## src/cmt_defines.svh

```systemverilog
/*
   Commit stage widths and the exception vector reset value
*/
`ifndef CMT_DEFINES_SVH
`define CMT_DEFINES_SVH

// Data path word
`define CMT_DW 32

// Word PC, byte offset dropped
`define CMT_PC_W 30

// Physical register file address
`define CMT_PRF_AW 6

// Commit width and its log2
`define CMT_P_CW 2
`define CMT_CW 4

// EVECT after reset, in words
`define CMT_EVECT_RST 30'h0000_0040

`endif

```

## src/cmt_types_pkg.sv

```systemverilog
/*
   Vector types for the widths used across the commit stage
*/
`include "cmt_defines.svh"

package cmt_types_pkg;

   // One data word
   typedef logic [`CMT_DW-1:0] data_t;

   // Word-aligned PC
   typedef logic [`CMT_PC_W-1:0] pc_t;

   // Physical register address
   typedef logic [`CMT_PRF_AW-1:0] prf_addr_t;

   // One bit per commit slot
   typedef logic [`CMT_CW-1:0] slot_mask_t;

   // Number of slots retired in one cycle
   typedef logic [`CMT_P_CW:0] pop_size_t;

   // Predictor payload: taken bit on top of the predicted target
   typedef logic [`CMT_PC_W:0] bpu_upd_t;

endpackage

```

## src/cmt_ops_pkg.sv

```systemverilog
/*
   Operation encodings seen by the commit stage
*/
package cmt_ops_pkg;

   // Load/store unit
   typedef enum logic [1:0] {
      LSU_NONE  = 2'd0,
      LSU_LOAD  = 2'd1,
      LSU_STORE = 2'd2
   } lsu_op_e;

   // Exception unit
   typedef enum logic [1:0] {
      EPU_NONE = 2'd0,
      EPU_ERET = 2'd1,
      EPU_MFSR = 2'd2,
      EPU_MTSR = 2'd3
   } epu_op_e;

   // Branch kinds reported to the predictor
   typedef enum logic [1:0] {
      BR_NONE = 2'd0,
      BR_BCC  = 2'd1,
      BR_BREL = 2'd2,
      BR_BREG = 2'd3
   } br_kind_e;

   // System register index, low bit of the address operand
   typedef enum logic [0:0] {
      SR_EPC   = 1'b0,
      SR_EVECT = 1'b1
   } sr_idx_e;

endpackage

```

## src/cmt_retire.sv

```systemverilog
/*
   Commit mask, retire count, slot-0 request FSM and unit write-back
*/
`timescale 1ns/1ps
`include "cmt_defines.svh"

module cmt_retire
   import cmt_types_pkg::*;
   import cmt_ops_pkg::*;
(
   input  logic       clk,
   input  logic       rst,
   input  slot_mask_t cmt_valid,
   input  slot_mask_t cmt_fls,
   input  slot_mask_t cmt_exc,
   input  lsu_op_e    cmt_lsu_opc [0:`CMT_CW-1],
   input  epu_op_e    cmt_epu_opc [0:`CMT_CW-1],
   input  br_kind_e   cmt_br_kind [0:`CMT_CW-1],
   input  prf_addr_t  cmt_prd,
   input  logic       cmt_prd_we,
   input  logic       flush,
   input  logic       se_fls,
   input  logic       lsu_wb_valid,
   input  logic       epu_wb_valid,
   input  logic       epu_wb_dout_sel,
   input  data_t      lsu_wb_dout,
   input  data_t      epu_wb_dout,
   output slot_mask_t cmt_fire,
   output pop_size_t  cmt_pop_size,
   output logic       lsu_req_valid,
   output logic       epu_req_valid,
   output logic       prf_we,
   output prf_addr_t  prf_waddr,
   output data_t      prf_wdata
);
   typedef enum logic {S_IDLE, S_PENDING} req_state_e;

   req_state_e state;
   req_state_e state_nxt;
   slot_mask_t lsu_req;
   slot_mask_t epu_req;
   slot_mask_t single_fu;
   slot_mask_t cmt_mask;
   logic       pipe_req;
   logic       pipe_finish;
   logic       cmt_ce;

   always_comb
      begin
         for (int i = 0; i < `CMT_CW; i++)
            begin
               lsu_req[i] = ~se_fls & (cmt_lsu_opc[i] != LSU_NONE);
               epu_req[i] = ~se_fls & ((cmt_epu_opc[i] != EPU_NONE) | cmt_exc[i]);
               single_fu[i] = lsu_req[i] | epu_req[i] | cmt_fls[i] | (cmt_br_kind[i] != BR_NONE);
            end
      end

   assign pipe_req = cmt_valid[0] & (lsu_req[0] | epu_req[0]);
   assign pipe_finish = lsu_wb_valid | epu_wb_valid;
   assign cmt_ce = ~pipe_req | pipe_finish; // Slot 0 held until its unit is done

   // Prefix stops at the first later slot that needs slot 0
   always_comb
      begin
         cmt_mask[0] = cmt_ce & ~flush;
         for (int i = 1; i < `CMT_CW; i++)
            cmt_mask[i] = cmt_mask[i-1] & ~single_fu[i];
      end

   assign cmt_fire = cmt_valid & cmt_mask;

   always_comb
      begin
         cmt_pop_size = '0;
         for (int i = 0; i < `CMT_CW; i++)
            cmt_pop_size = cmt_pop_size + pop_size_t'(cmt_fire[i]);
      end

   always_comb
      begin
         state_nxt = state;
         case (state)
            S_IDLE:
               if (pipe_req)
                  state_nxt = S_PENDING;
            S_PENDING:
               if (pipe_finish)
                  state_nxt = S_IDLE; // Also on an exception flush
            default:
               state_nxt = S_IDLE;
         endcase
      end

   always_ff @(posedge clk)
      begin
         if (rst)
            state <= S_IDLE;
         else
            state <= state_nxt;
      end

   assign lsu_req_valid = (state == S_IDLE) & cmt_valid[0] & lsu_req[0];
   assign epu_req_valid = (state == S_IDLE) & cmt_valid[0] & epu_req[0];

   assign prf_we = pipe_finish & ~flush & cmt_prd_we;
   assign prf_waddr = cmt_prd;
   assign prf_wdata = epu_wb_dout_sel ? epu_wb_dout : lsu_wb_dout;

endmodule

```

## src/cmt_redirect.sv

```systemverilog
/*
   Self-flush register, flush priority and branch predictor update
*/
`timescale 1ns/1ps
`include "cmt_defines.svh"

module cmt_redirect
   import cmt_types_pkg::*;
   import cmt_ops_pkg::*;
(
   input  logic     clk,
   input  logic     rst,
   input  logic     fire0,
   input  logic     fls0,
   input  br_kind_e br_kind0,
   input  pc_t      cmt_pc,
   input  data_t    cmt_opera,
   input  bpu_upd_t cmt_bpu_upd,
   input  logic     refetch,
   input  logic     exc_flush,
   input  pc_t      exc_flush_tgt,
   output logic     flush,
   output pc_t      flush_tgt,
   output logic     se_fls,
   output pc_t      npc,
   output logic     bpu_wb,
   output br_kind_e bpu_wb_kind,
   output logic     bpu_wb_taken,
   output pc_t      bpu_wb_pc,
   output pc_t      bpu_wb_npc_act,
   output bpu_upd_t bpu_wb_upd
);
   pc_t se_tgt;
   pc_t act_tgt;

   assign npc = cmt_pc + 1'b1;
   assign act_tgt = cmt_opera[`CMT_PC_W-1:0]; // Resolved target of a mispredict

   // One-cycle pulse after a slot-0 fire
   always_ff @(posedge clk)
      begin
         if (rst)
            se_fls <= 1'b0;
         else
            se_fls <= fire0 & (fls0 | refetch);
      end

   always_ff @(posedge clk)
      begin
         if (fire0)
            se_tgt <= fls0 ? act_tgt : npc; // Refetch restarts at the next PC
      end

   assign flush = se_fls | exc_flush;
   assign flush_tgt = se_fls ? se_tgt : exc_flush_tgt; // Self flush wins

   assign bpu_wb = fire0 & (br_kind0 != BR_NONE);
   assign bpu_wb_kind = br_kind0;
   assign bpu_wb_taken = cmt_bpu_upd[`CMT_PC_W] ^ fls0; // Mispredict flips the guess
   assign bpu_wb_pc = cmt_pc;
   assign bpu_wb_npc_act = fls0 ? act_tgt : cmt_bpu_upd[`CMT_PC_W-1:0];
   assign bpu_wb_upd = cmt_bpu_upd;

endmodule

```

## src/cmt_mem_port.sv

```systemverilog
/*
   Simplified load/store unit, one access held on the strobes until ack
*/
`timescale 1ns/1ps

module cmt_mem_port
   import cmt_types_pkg::*;
   import cmt_ops_pkg::*;
(
   input  logic    clk,
   input  logic    rst,
   input  logic    lsu_req_valid,
   input  lsu_op_e lsu_op,
   input  data_t   cmt_opera,
   input  data_t   cmt_operb,
   input  logic    mem_ack,
   input  data_t   mem_rdata,
   output logic    mem_req,
   output logic    mem_we,
   output data_t   mem_addr,
   output data_t   mem_wdata,
   output logic    lsu_wb_valid,
   output data_t   lsu_wb_dout
);

   always_ff @(posedge clk)
      begin
         if (rst)
            begin
               mem_req <= 1'b0;
               mem_we <= 1'b0;
            end
         else if (lsu_req_valid)
            begin
               mem_req <= 1'b1;
               mem_we <= (lsu_op == LSU_STORE);
            end
         else if (mem_ack)
            mem_req <= 1'b0; // Drops after the ack cycle
      end

   always_ff @(posedge clk)
      begin
         if (lsu_req_valid)
            begin
               mem_addr <= cmt_opera;
               mem_wdata <= cmt_operb;
            end
      end

   assign lsu_wb_valid = mem_req & mem_ack;
   assign lsu_wb_dout = mem_rdata;

endmodule

```

## src/cmt_epu.sv

```systemverilog
/*
   Simplified exception unit holding EPC and EVECT
   Finishes one cycle after its request
*/
`timescale 1ns/1ps
`include "cmt_defines.svh"

module cmt_epu
   import cmt_types_pkg::*;
   import cmt_ops_pkg::*;
(
   input  logic    clk,
   input  logic    rst,
   input  logic    epu_req_valid,
   input  epu_op_e epu_op,
   input  logic    cmt_exc0,
   input  pc_t     cmt_pc,
   input  pc_t     npc,
   input  data_t   cmt_opera,
   input  data_t   cmt_operb,
   output logic    epu_wb_valid,
   output data_t   epu_wb_dout,
   output logic    epu_wb_dout_sel,
   output logic    exc_flush,
   output pc_t     exc_flush_tgt,
   output logic    refetch
);
   pc_t     epc;
   pc_t     evect;
   pc_t     sr_rdata;
   sr_idx_e sr_sel;
   logic    is_eret;
   logic    is_mtsr;

   // Slot 0 stays put while pending, so its fields are still valid here
   always_ff @(posedge clk)
      begin
         if (rst)
            epu_wb_valid <= 1'b0;
         else
            epu_wb_valid <= epu_req_valid;
      end

   assign sr_sel = sr_idx_e'(cmt_opera[0]);
   assign is_eret = ~cmt_exc0 & (epu_op == EPU_ERET); // Exception beats the op field
   assign is_mtsr = ~cmt_exc0 & (epu_op == EPU_MTSR);

   always_ff @(posedge clk)
      begin
         if (rst)
            begin
               epc <= '0;
               evect <= `CMT_EVECT_RST;
            end
         else if (epu_wb_valid)
            begin
               if (cmt_exc0)
                  epc <= cmt_pc; // Faulting instruction
               else if (is_mtsr && sr_sel == SR_EPC)
                  epc <= cmt_operb[`CMT_PC_W-1:0];
               else if (is_mtsr && sr_sel == SR_EVECT)
                  evect <= cmt_operb[`CMT_PC_W-1:0];
            end
      end

   assign sr_rdata = (sr_sel == SR_EVECT) ? evect : epc;
   assign epu_wb_dout = data_t'(sr_rdata);
   assign epu_wb_dout_sel = epu_wb_valid;

   assign exc_flush = epu_wb_valid & (cmt_exc0 | is_eret);
   assign refetch = epu_wb_valid & is_mtsr;

   always_comb
      begin
         if (cmt_exc0)
            exc_flush_tgt = evect;
         else if (is_eret)
            exc_flush_tgt = epc;
         else
            exc_flush_tgt = npc; // Resume point of a refetch
      end

endmodule

```

## src/cmt_top.sv

```systemverilog
/*
   Commit stage top level, retires an in-order prefix of four ROB slots
*/
`timescale 1ns/1ps
`include "cmt_defines.svh"

module cmt
   import cmt_types_pkg::*;
   import cmt_ops_pkg::*;
(
   input  logic       clk,
   input  logic       rst,
   input  slot_mask_t cmt_valid,
   input  slot_mask_t cmt_fls,
   input  slot_mask_t cmt_exc,
   input  lsu_op_e    cmt_lsu_opc [0:`CMT_CW-1],
   input  epu_op_e    cmt_epu_opc [0:`CMT_CW-1],
   input  br_kind_e   cmt_br_kind [0:`CMT_CW-1],
   input  pc_t        cmt_pc,
   input  data_t      cmt_opera,
   input  data_t      cmt_operb,
   input  bpu_upd_t   cmt_bpu_upd,
   input  prf_addr_t  cmt_prd,
   input  logic       cmt_prd_we,
   output slot_mask_t cmt_fire,
   output pop_size_t  cmt_pop_size,
   output logic       flush,
   output pc_t        flush_tgt,
   output logic       bpu_wb,
   output br_kind_e   bpu_wb_kind,
   output logic       bpu_wb_taken,
   output pc_t        bpu_wb_pc,
   output pc_t        bpu_wb_npc_act,
   output bpu_upd_t   bpu_wb_upd,
   output logic       prf_we,
   output prf_addr_t  prf_waddr,
   output data_t      prf_wdata,
   output logic       mem_req,
   output logic       mem_we,
   output data_t      mem_addr,
   output data_t      mem_wdata,
   input  logic       mem_ack,
   input  data_t      mem_rdata
);
   logic  lsu_req_valid;
   logic  epu_req_valid;
   logic  lsu_wb_valid;
   data_t lsu_wb_dout;
   logic  epu_wb_valid;
   data_t epu_wb_dout;
   logic  epu_wb_dout_sel;
   logic  exc_flush;
   pc_t   exc_flush_tgt;
   logic  refetch;
   logic  se_fls;
   pc_t   npc;

   cmt_retire u_retire (.clk(clk), .rst(rst), .cmt_valid(cmt_valid), .cmt_fls(cmt_fls),
      .cmt_exc(cmt_exc), .cmt_lsu_opc(cmt_lsu_opc), .cmt_epu_opc(cmt_epu_opc),
      .cmt_br_kind(cmt_br_kind), .cmt_prd(cmt_prd), .cmt_prd_we(cmt_prd_we), .flush(flush),
      .se_fls(se_fls), .lsu_wb_valid(lsu_wb_valid), .epu_wb_valid(epu_wb_valid),
      .epu_wb_dout_sel(epu_wb_dout_sel), .lsu_wb_dout(lsu_wb_dout), .epu_wb_dout(epu_wb_dout),
      .cmt_fire(cmt_fire), .cmt_pop_size(cmt_pop_size), .lsu_req_valid(lsu_req_valid),
      .epu_req_valid(epu_req_valid), .prf_we(prf_we), .prf_waddr(prf_waddr),
      .prf_wdata(prf_wdata));

   cmt_redirect u_redirect (.clk(clk), .rst(rst), .fire0(cmt_fire[0]), .fls0(cmt_fls[0]),
      .br_kind0(cmt_br_kind[0]), .cmt_pc(cmt_pc), .cmt_opera(cmt_opera),
      .cmt_bpu_upd(cmt_bpu_upd), .refetch(refetch), .exc_flush(exc_flush),
      .exc_flush_tgt(exc_flush_tgt), .flush(flush), .flush_tgt(flush_tgt), .se_fls(se_fls),
      .npc(npc), .bpu_wb(bpu_wb), .bpu_wb_kind(bpu_wb_kind), .bpu_wb_taken(bpu_wb_taken),
      .bpu_wb_pc(bpu_wb_pc), .bpu_wb_npc_act(bpu_wb_npc_act), .bpu_wb_upd(bpu_wb_upd));

   cmt_mem_port u_mem_port (.clk(clk), .rst(rst), .lsu_req_valid(lsu_req_valid),
      .lsu_op(cmt_lsu_opc[0]), .cmt_opera(cmt_opera), .cmt_operb(cmt_operb),
      .mem_ack(mem_ack), .mem_rdata(mem_rdata), .mem_req(mem_req), .mem_we(mem_we),
      .mem_addr(mem_addr), .mem_wdata(mem_wdata), .lsu_wb_valid(lsu_wb_valid),
      .lsu_wb_dout(lsu_wb_dout));

   cmt_epu u_epu (.clk(clk), .rst(rst), .epu_req_valid(epu_req_valid),
      .epu_op(cmt_epu_opc[0]), .cmt_exc0(cmt_exc[0]), .cmt_pc(cmt_pc), .npc(npc),
      .cmt_opera(cmt_opera), .cmt_operb(cmt_operb), .epu_wb_valid(epu_wb_valid),
      .epu_wb_dout(epu_wb_dout), .epu_wb_dout_sel(epu_wb_dout_sel), .exc_flush(exc_flush),
      .exc_flush_tgt(exc_flush_tgt), .refetch(refetch));

endmodule

```

## config.mk

```make
export PLATFORM = sky130hd
export DESIGN_NAME = cmt
export DESIGN_NICKNAME = d
export VERILOG_FILES = /design/src/cmt_types_pkg.sv /design/src/cmt_ops_pkg.sv /design/src/cmt_retire.sv /design/src/cmt_redirect.sv /design/src/cmt_mem_port.sv /design/src/cmt_epu.sv /design/src/cmt_top.sv
export VERILOG_INCLUDE_DIRS = /design/src
export SDC_FILE = /design/constraint.sdc
export NUM_CORES = 1
export LEC_CHECK = 0
export BUFFER_PORTS_ARGS = -buffer_cell sky130_fd_sc_hd__buf_2
export CORE_AREA = 2 2 172 174
export DETAILED_ROUTE_END_ITERATION = 6
export DIE_AREA = 0 0 174 176
export GPL_TIMING_DRIVEN = 0
export SYNTH_ARGS = -nofsm -noshare
export SYNTH_HDL_FRONTEND = slang
export SYNTH_SLANG_ARGS = --single-unit
```

## constraint.sdc

```tcl
create_clock -name clk -period 10.1 [get_ports clk]
set_input_delay 1.515 -clock clk [delete_from_list [all_inputs] [get_ports clk]]
set_output_delay 1.515 -clock clk [all_outputs]
set_load 0.01 [all_outputs]
```

* After elaboration in Yosys (flattened, before gate mapping)
Cells that the tools add are included.
** Word-level totals
- Register bits after elaboration :: 159
- Input bits :: 203
- Output and inout port bits :: 238
- Word-level logic and storage cells :: 105
** Operators by class
- Add/subtract/negate cells :: 4
- Eq/ne operators :: 3
- Mux-type cells :: 14
- Bitwise gates (word level) :: 56
- Reduce and logical (&&, ||, !) cells :: 18
** Operators with widths (count)
- $mux 30 :: 8
- $mux 32 :: 1
- $add 30x1->30 const B :: 1
- $reduce_bool 2->1 :: 14
- $and 1x1->1 :: 25
- $or 1x1->1 :: 19
- $not 1->1 :: 10
- $add 3x1->3 :: 2
- $and 4x4->4 :: 1
- $eq 2x2->1 const B :: 2
- $mux 1 :: 4
- $reduce_and 4->1 :: 1
- $add 1x1->2 :: 1
- $eq 2x1->1 const B :: 1
- $logic_and 1x1->1 :: 2
- $pmux 1 s2 :: 1
- $reduce_and 2->1 :: 1
- $xor 1x1->1 :: 1

* Longest topological paths before layout
- Depth in word-level cells :: 15
- Mapped depth :: 9
- Mapped depth without buffers :: 8

* Cells and area by module
Synthesis repeated with hierarchy kept, for this count alone.
** Unflattened totals
- Cell total of the unflattened synthesis :: 943
- Area, all modules :: 9838.2 µm²
** Modules (own cells, without submodules)
- cmt_epu :: times used 1, cells each 420, area an instance 3644.7 µm², sequential area each 1221.2 µm²
- cmt_redirect :: times used 1, cells each 335, area an instance 3241.9 µm², sequential area each 920.9 µm²
- cmt_mem_port :: times used 1, cells each 105, area an instance 2245.9 µm², sequential area each 1961.9 µm²
- cmt_retire :: times used 1, cells each 83, area an instance 705.7 µm², sequential area each 20.0 µm²

* Worst setup path before layout
OpenSTA, ideal clock, no wires.
- Path kind :: input to output
- Start :: input port cmt_exc[0]
- End :: output port cmt_pop_size[1]
- Arrival time :: 4.236 ns
- Data required time :: 8.585 ns
- Setup slack :: 4.349 ns
- Cell stages on the path :: 9
- Buffers on the path :: 1
- Cells stage by stage :: buf_2 or3_1 nor3_1 o211ai_1 or2_2 inv_1 ha_1 fa_1 ha_1
** Between the ends
- Elaborated cells between the ends (all ways) :: 20
- Classes of those cells :: add/sub (3); bitwise (17)
** RTL lines
- start, declared :: line cmt_top.sv:15 : input slot_mask_t cmt_exc,
- $or 1x1->1 / $not 1->1 (equally long branches)
- $and 1x1->1, on equally long branches :: line cmt_retire.sv:53, cmt_epu.sv:45
- $or 1x1->1, on equally long branches
- $and 1x1->1, on equally long branches :: line cmt_retire.sv:58, cmt_epu.sv:70
- $not 1->1 / $or 1x1->1 (equally long branches) :: line cmt_retire.sv:60, cmt_redirect.sv:54
- $or 1x1->1 / $not 1->1 (equally long branches) :: line cmt_retire.sv:60, cmt_retire.sv:65
- $and 1x1->1 (*) :: line cmt_retire.sv:65 : cmt_mask[0] = cmt_ce & ~flush;
- $and 4x4->4 (*) :: line cmt_retire.sv:70 : assign cmt_fire = cmt_valid & cmt_mask;
- named net u_redirect.fire0 :: line cmt_redirect.sv:13 : input logic fire0,
- $add 1x1->2 (*) :: line cmt_retire.sv:76 : cmt_pop_size = cmt_pop_size + pop_size_t'(cmt_fire[i]);
- $add 3x1->3 (*) (2 in a row) :: line cmt_retire.sv:76
- end, declared :: line cmt_top.sv:26 : output pop_size_t cmt_pop_size,
The timed path passes the listed nets; every way through them passes the cells marked *.

* Worst setup path after layout
- Start :: input port cmt_epu_opc[7] (netlist name)
- End :: output port cmt_pop_size[1]
** Between the ends
- Elaborated cells between the ends (all ways) :: 21
- Classes of those cells :: add/sub (3); eq/ne (1); bitwise (16); reduce/logical (1)
** RTL lines
- start, declared :: line cmt_top.sv:17 : input epu_op_e cmt_epu_opc [0:`CMT_CW-1],
- $reduce_bool 2->1 :: line cmt_retire.sv:53 : epu_req[i] = ~se_fls & ((cmt_epu_opc[i] != EPU_NONE) | cmt_exc[i]);
- $or 1x1->1 :: line cmt_retire.sv:53
- $and 1x1->1 :: line cmt_retire.sv:53
- $or 1x1->1
- $and 1x1->1 :: line cmt_retire.sv:58 : assign pipe_req = cmt_valid[0] & (lsu_req[0] | epu_req[0]);
- $not 1->1 :: line cmt_retire.sv:60 : assign cmt_ce = ~pipe_req | pipe_finish;
- $or 1x1->1 :: line cmt_retire.sv:60
- $and 1x1->1 (*) :: line cmt_retire.sv:65
- $and 4x4->4 (*) :: line cmt_retire.sv:70
- named net u_redirect.fire0 :: line cmt_redirect.sv:13
- $add 1x1->2 (*) :: line cmt_retire.sv:76
- $add 3x1->3 (*) (2 in a row) :: line cmt_retire.sv:76
Marked as above.

==> metrics.md <==
| Metric | Value |
|---|---|
| Status | `finished, final reports clean` |
| Tcrit/Tclk final | `59.40%` |
| First-pass GRT wire length | `50350 µm` |
| Setup Total Neg Slack | `0 ns` |
| Distinct cells, synth | `54` |
| Worst-path clk slew | `0.07 ns` |
| Final ANT Viol Nets | `0` |
| Hold WC Path Type | `register to register` |
| Critical path's largest stage delay | `0.57 ns` |
| # diodes | `0` |
| Final hold vios | `0` |
| Critical path peak fanout | `32` |
| Mapped Area | `0.008841 mm²` |
| CTS tree | `built` |
| Final Skew | `0.01404 ns` |
| Max cap viols | `0` |
| DIE AREA | `0.03062 mm²` |
| Primary FF master, synth | `edfxtp_1` |
| Worst r2r dst | `u_redirect.se_tgt[20]$_DFFE_PP_` |
| Number of global-route vias before repair | `8169` |
| Post_cts resized | `0` |
| RSZ-0062 raised after global routing | `no` |
| WL/cell | `19.96 µm` |
| CTS Hold Buffers Added | `0` |
| Worst Hold Path EP | `u_epu.evect[12]$_SDFFE_PP0P_` |
| Worst-Skew Late Latency | `0.44 ns` |
| Clock sink count | `159` |
| Initial Util | `30.97%` |
| Clock buffer count from CTS | `17` |
| Worst Path Arrival | `4.48 ns` |
| Crit path cell chain | `buf_2, or3_1, nor3_1, o211ai_1, or2_2, inv_2, ha_1, fa_1, ha_1, buf_2` |
| WS Path Type | `input pin to output port` |
| Pleak | `5.240 nW` |
| Initial antenna violation count | `0` |
| Post-Syn Area per Cell | `9.867 µm²` |
| Slew headroom | `41.42%` |
| Cells after synthesis | `896` |
| Core area | `0.02855 mm²` |
| Pwr dens | `146.6 mW/mm²` |
| PortBufs | `428` |
| RePlAce Congestion | `0.8874` |
| Post-DP HPWL | `27660 µm` |
| H-tree Lvls | `4` |
| Die Span Y | `176 µm` |
| Yosys warning total | `0` |
| Vias per inst | `4.941` |
| DRT Pass-1 Iters | `5` |
| Async SR Flop Fraction | `0%` |
| Seq/Total Area, Yosys | `46.65%` |
| WP data required | `8.59 ns` |
| Die width | `174 µm` |
| Worst setup SP type | `input pin` |
| VDD IR-drop max | `0.09452 mV` |
| Final wirelength | `34750 µm` |
| Fin nets | `1551` |
| Iteration-0 DRC Markers | `607` |
| Overall power | `1.771 mW` |
| Layout area overhead | `36.61%` |
| HP Start | `u_epu.evect[12]$_SDFFE_PP0P_` |
| Reg2Reg Setup Slack | `7.71 ns` |
| Total setup buffers inserted after CTS | `0` |
| Worst Max-Slew Pin Slew | `0.8787 ns` |
| Crit end category | `output port` |
| Layout cell share with drive strength beyond 1 | `43.40%` |
| CTS max path bufs | `2` |
| Number of cells on the worst reg-to-reg path | `5` |
| Hold Path Depth | `2` |
| Tmin final | `6.000 ns` |
| Yosys reg bits | `159` |
| Number of I/O pins | `441` |
| Slew Limit Fails | `0` |
| Slowest CP cell | `inv_2` |
| Final setup fails | `0` |
| Reg2reg start | `u_epu.epu_wb_dout_sel$_SDFF_PP0_` |
| Clock root buffer | `clkbuf_16` |
| Grt ovf | `0` |
| Largest net degree at the start of global routing | `35` |
| Syn_nets | `1103` |
| Max Fclk | `166.7 MHz` |
| Core Rows | `62` |
| Via count | `8603` |
| Remaining DRCs | `0` |
| Tot GR Track Use | `22.02%` |
| Post-synth EDFFs | `94` |
how the worst max path moves through the flow:
stage              startpoint               to  slack (ns)  cells after the start
5_1_grt            cmt_exc[0]  cmt_pop_size[1]        3.88                     10
6_report       cmt_epu_opc[7]  cmt_pop_size[1]        4.10                     10
3_3_place_gp   cmt_epu_opc[7]  cmt_pop_size[1]        3.53                     10
3_5_place_dp   cmt_epu_opc[7]  cmt_pop_size[1]        4.06                     10
2_1_floorplan      cmt_exc[0]  cmt_pop_size[1]        4.35                      9
4_1_cts        cmt_epu_opc[7]  cmt_pop_size[1]        4.03                     10
layer usage:
metal	vias to the layer above	global-route usage [%]	routed length, µm
li1	4112	-	-
met1	4056	28.45	14670
met2	387	36.12	16480
met3	48	4.866	2596
met4	0	8.403	999
met5	-	0	0
area by class of cell:
class,count,area [µm²]
multi-input cells,579,3820
clock buffers,19,442.9
well taps,384,480.5
clock inverters,13,151.4
plain buffers,133,803.3
repair buffers,429,2162
flip-flops and latches,159,4124
fillers,2935,16470
inverters,25,93.84
sequential cells by signal, summed over array words and instances (netlist names):
register and flops:
u_epu.evect 30, u_mem_port.mem_we 1, u_retire.state 1, u_mem_port.mem_wdata 32
u_epu.epu_wb_dout_sel 1, u_redirect.se_fls 1, u_mem_port.mem_req 1, u_epu.epc 30
u_mem_port.mem_addr 32, u_redirect.se_tgt 30
worst max-delay path, delay by kind of cell:
family / cells / cell delay, ns
and+or+nand+nor: 3 / 0.95
buffers and inverters: 3 / 0.83
AOI/OAI and AO/OA: 1 / 0.17
adders and majority gates: 3 / 1.02
logic make-up (layout without fill, tap and decap cells):
logic type,after synthesis,count (layout),share of synthesized area [%]
compound gates,205,205,15.43
mux,104,104,12.38
xor+xnor,17,17,1.684
buf+inv,158,619,10.15
flops,159,159,46.65
simple gates,249,249,13.06
fa+ha+maj,4,4,0.6511
layout by cell type, fill, tap and decap left out, types with 8 or more instances in the layout:
master and n:
xnor2_1 9, a211oi_1 33, dfxtp_1 65, nor3_1 26, a221oi_1 24, nor2_1 76
buf_1 13, buf_4 70, nand2_1 89, inv_1 23, edfxtp_1 94, mux2i_1 61
buf_2 432, clkbuf_1 42, mux2_2 43, nand3_1 10, clkbuf_16 17, a2bb2oi_1 23
o21ai_0 22, nand4_1 8, xor2_1 8, nor4_1 8, a21oi_1 78
where the power goes:
part | internal [mW] | switching [mW]
sequential | 0.728 | 0.0128
combinational | 0.151 | 0.208
clock | 0.376 | 0.295
metrics by stage:
step	cell area (µm²)	setup WS (ns)	hold WS, ns	std cells	utilization [%]
finish	12080	4.100	0.4733	1741	42.31
global route	12080	3.883	0.4999	1741	42.31
CTS	12080	4.034	0.4722	1741	42.31
detailed placement	11480	4.061	0.4623	1709	40.23
global placement	11460	3.527	0.4546	1708	40.16
floorplan	8841	4.349	0.4486	896	-
synthesized netlist by cell type (25+ instances only):
master	instances	area share [%]
edfxtp_1	94	32
a211oi_1	33	2.8
clkbuf_1	41	1.7
inv_1	25	1.1
mux2i_1	61	6.9
a21oi_1	78	4.4
dfxtp_1	65	15
buf_4	70	5.9
nor2_1	76	3.2
nor3_1	26	1.5
nand2_1	89	3.8
mux2_2	43	5.5
No activity file was read; power rests on OpenSTA's default activity.
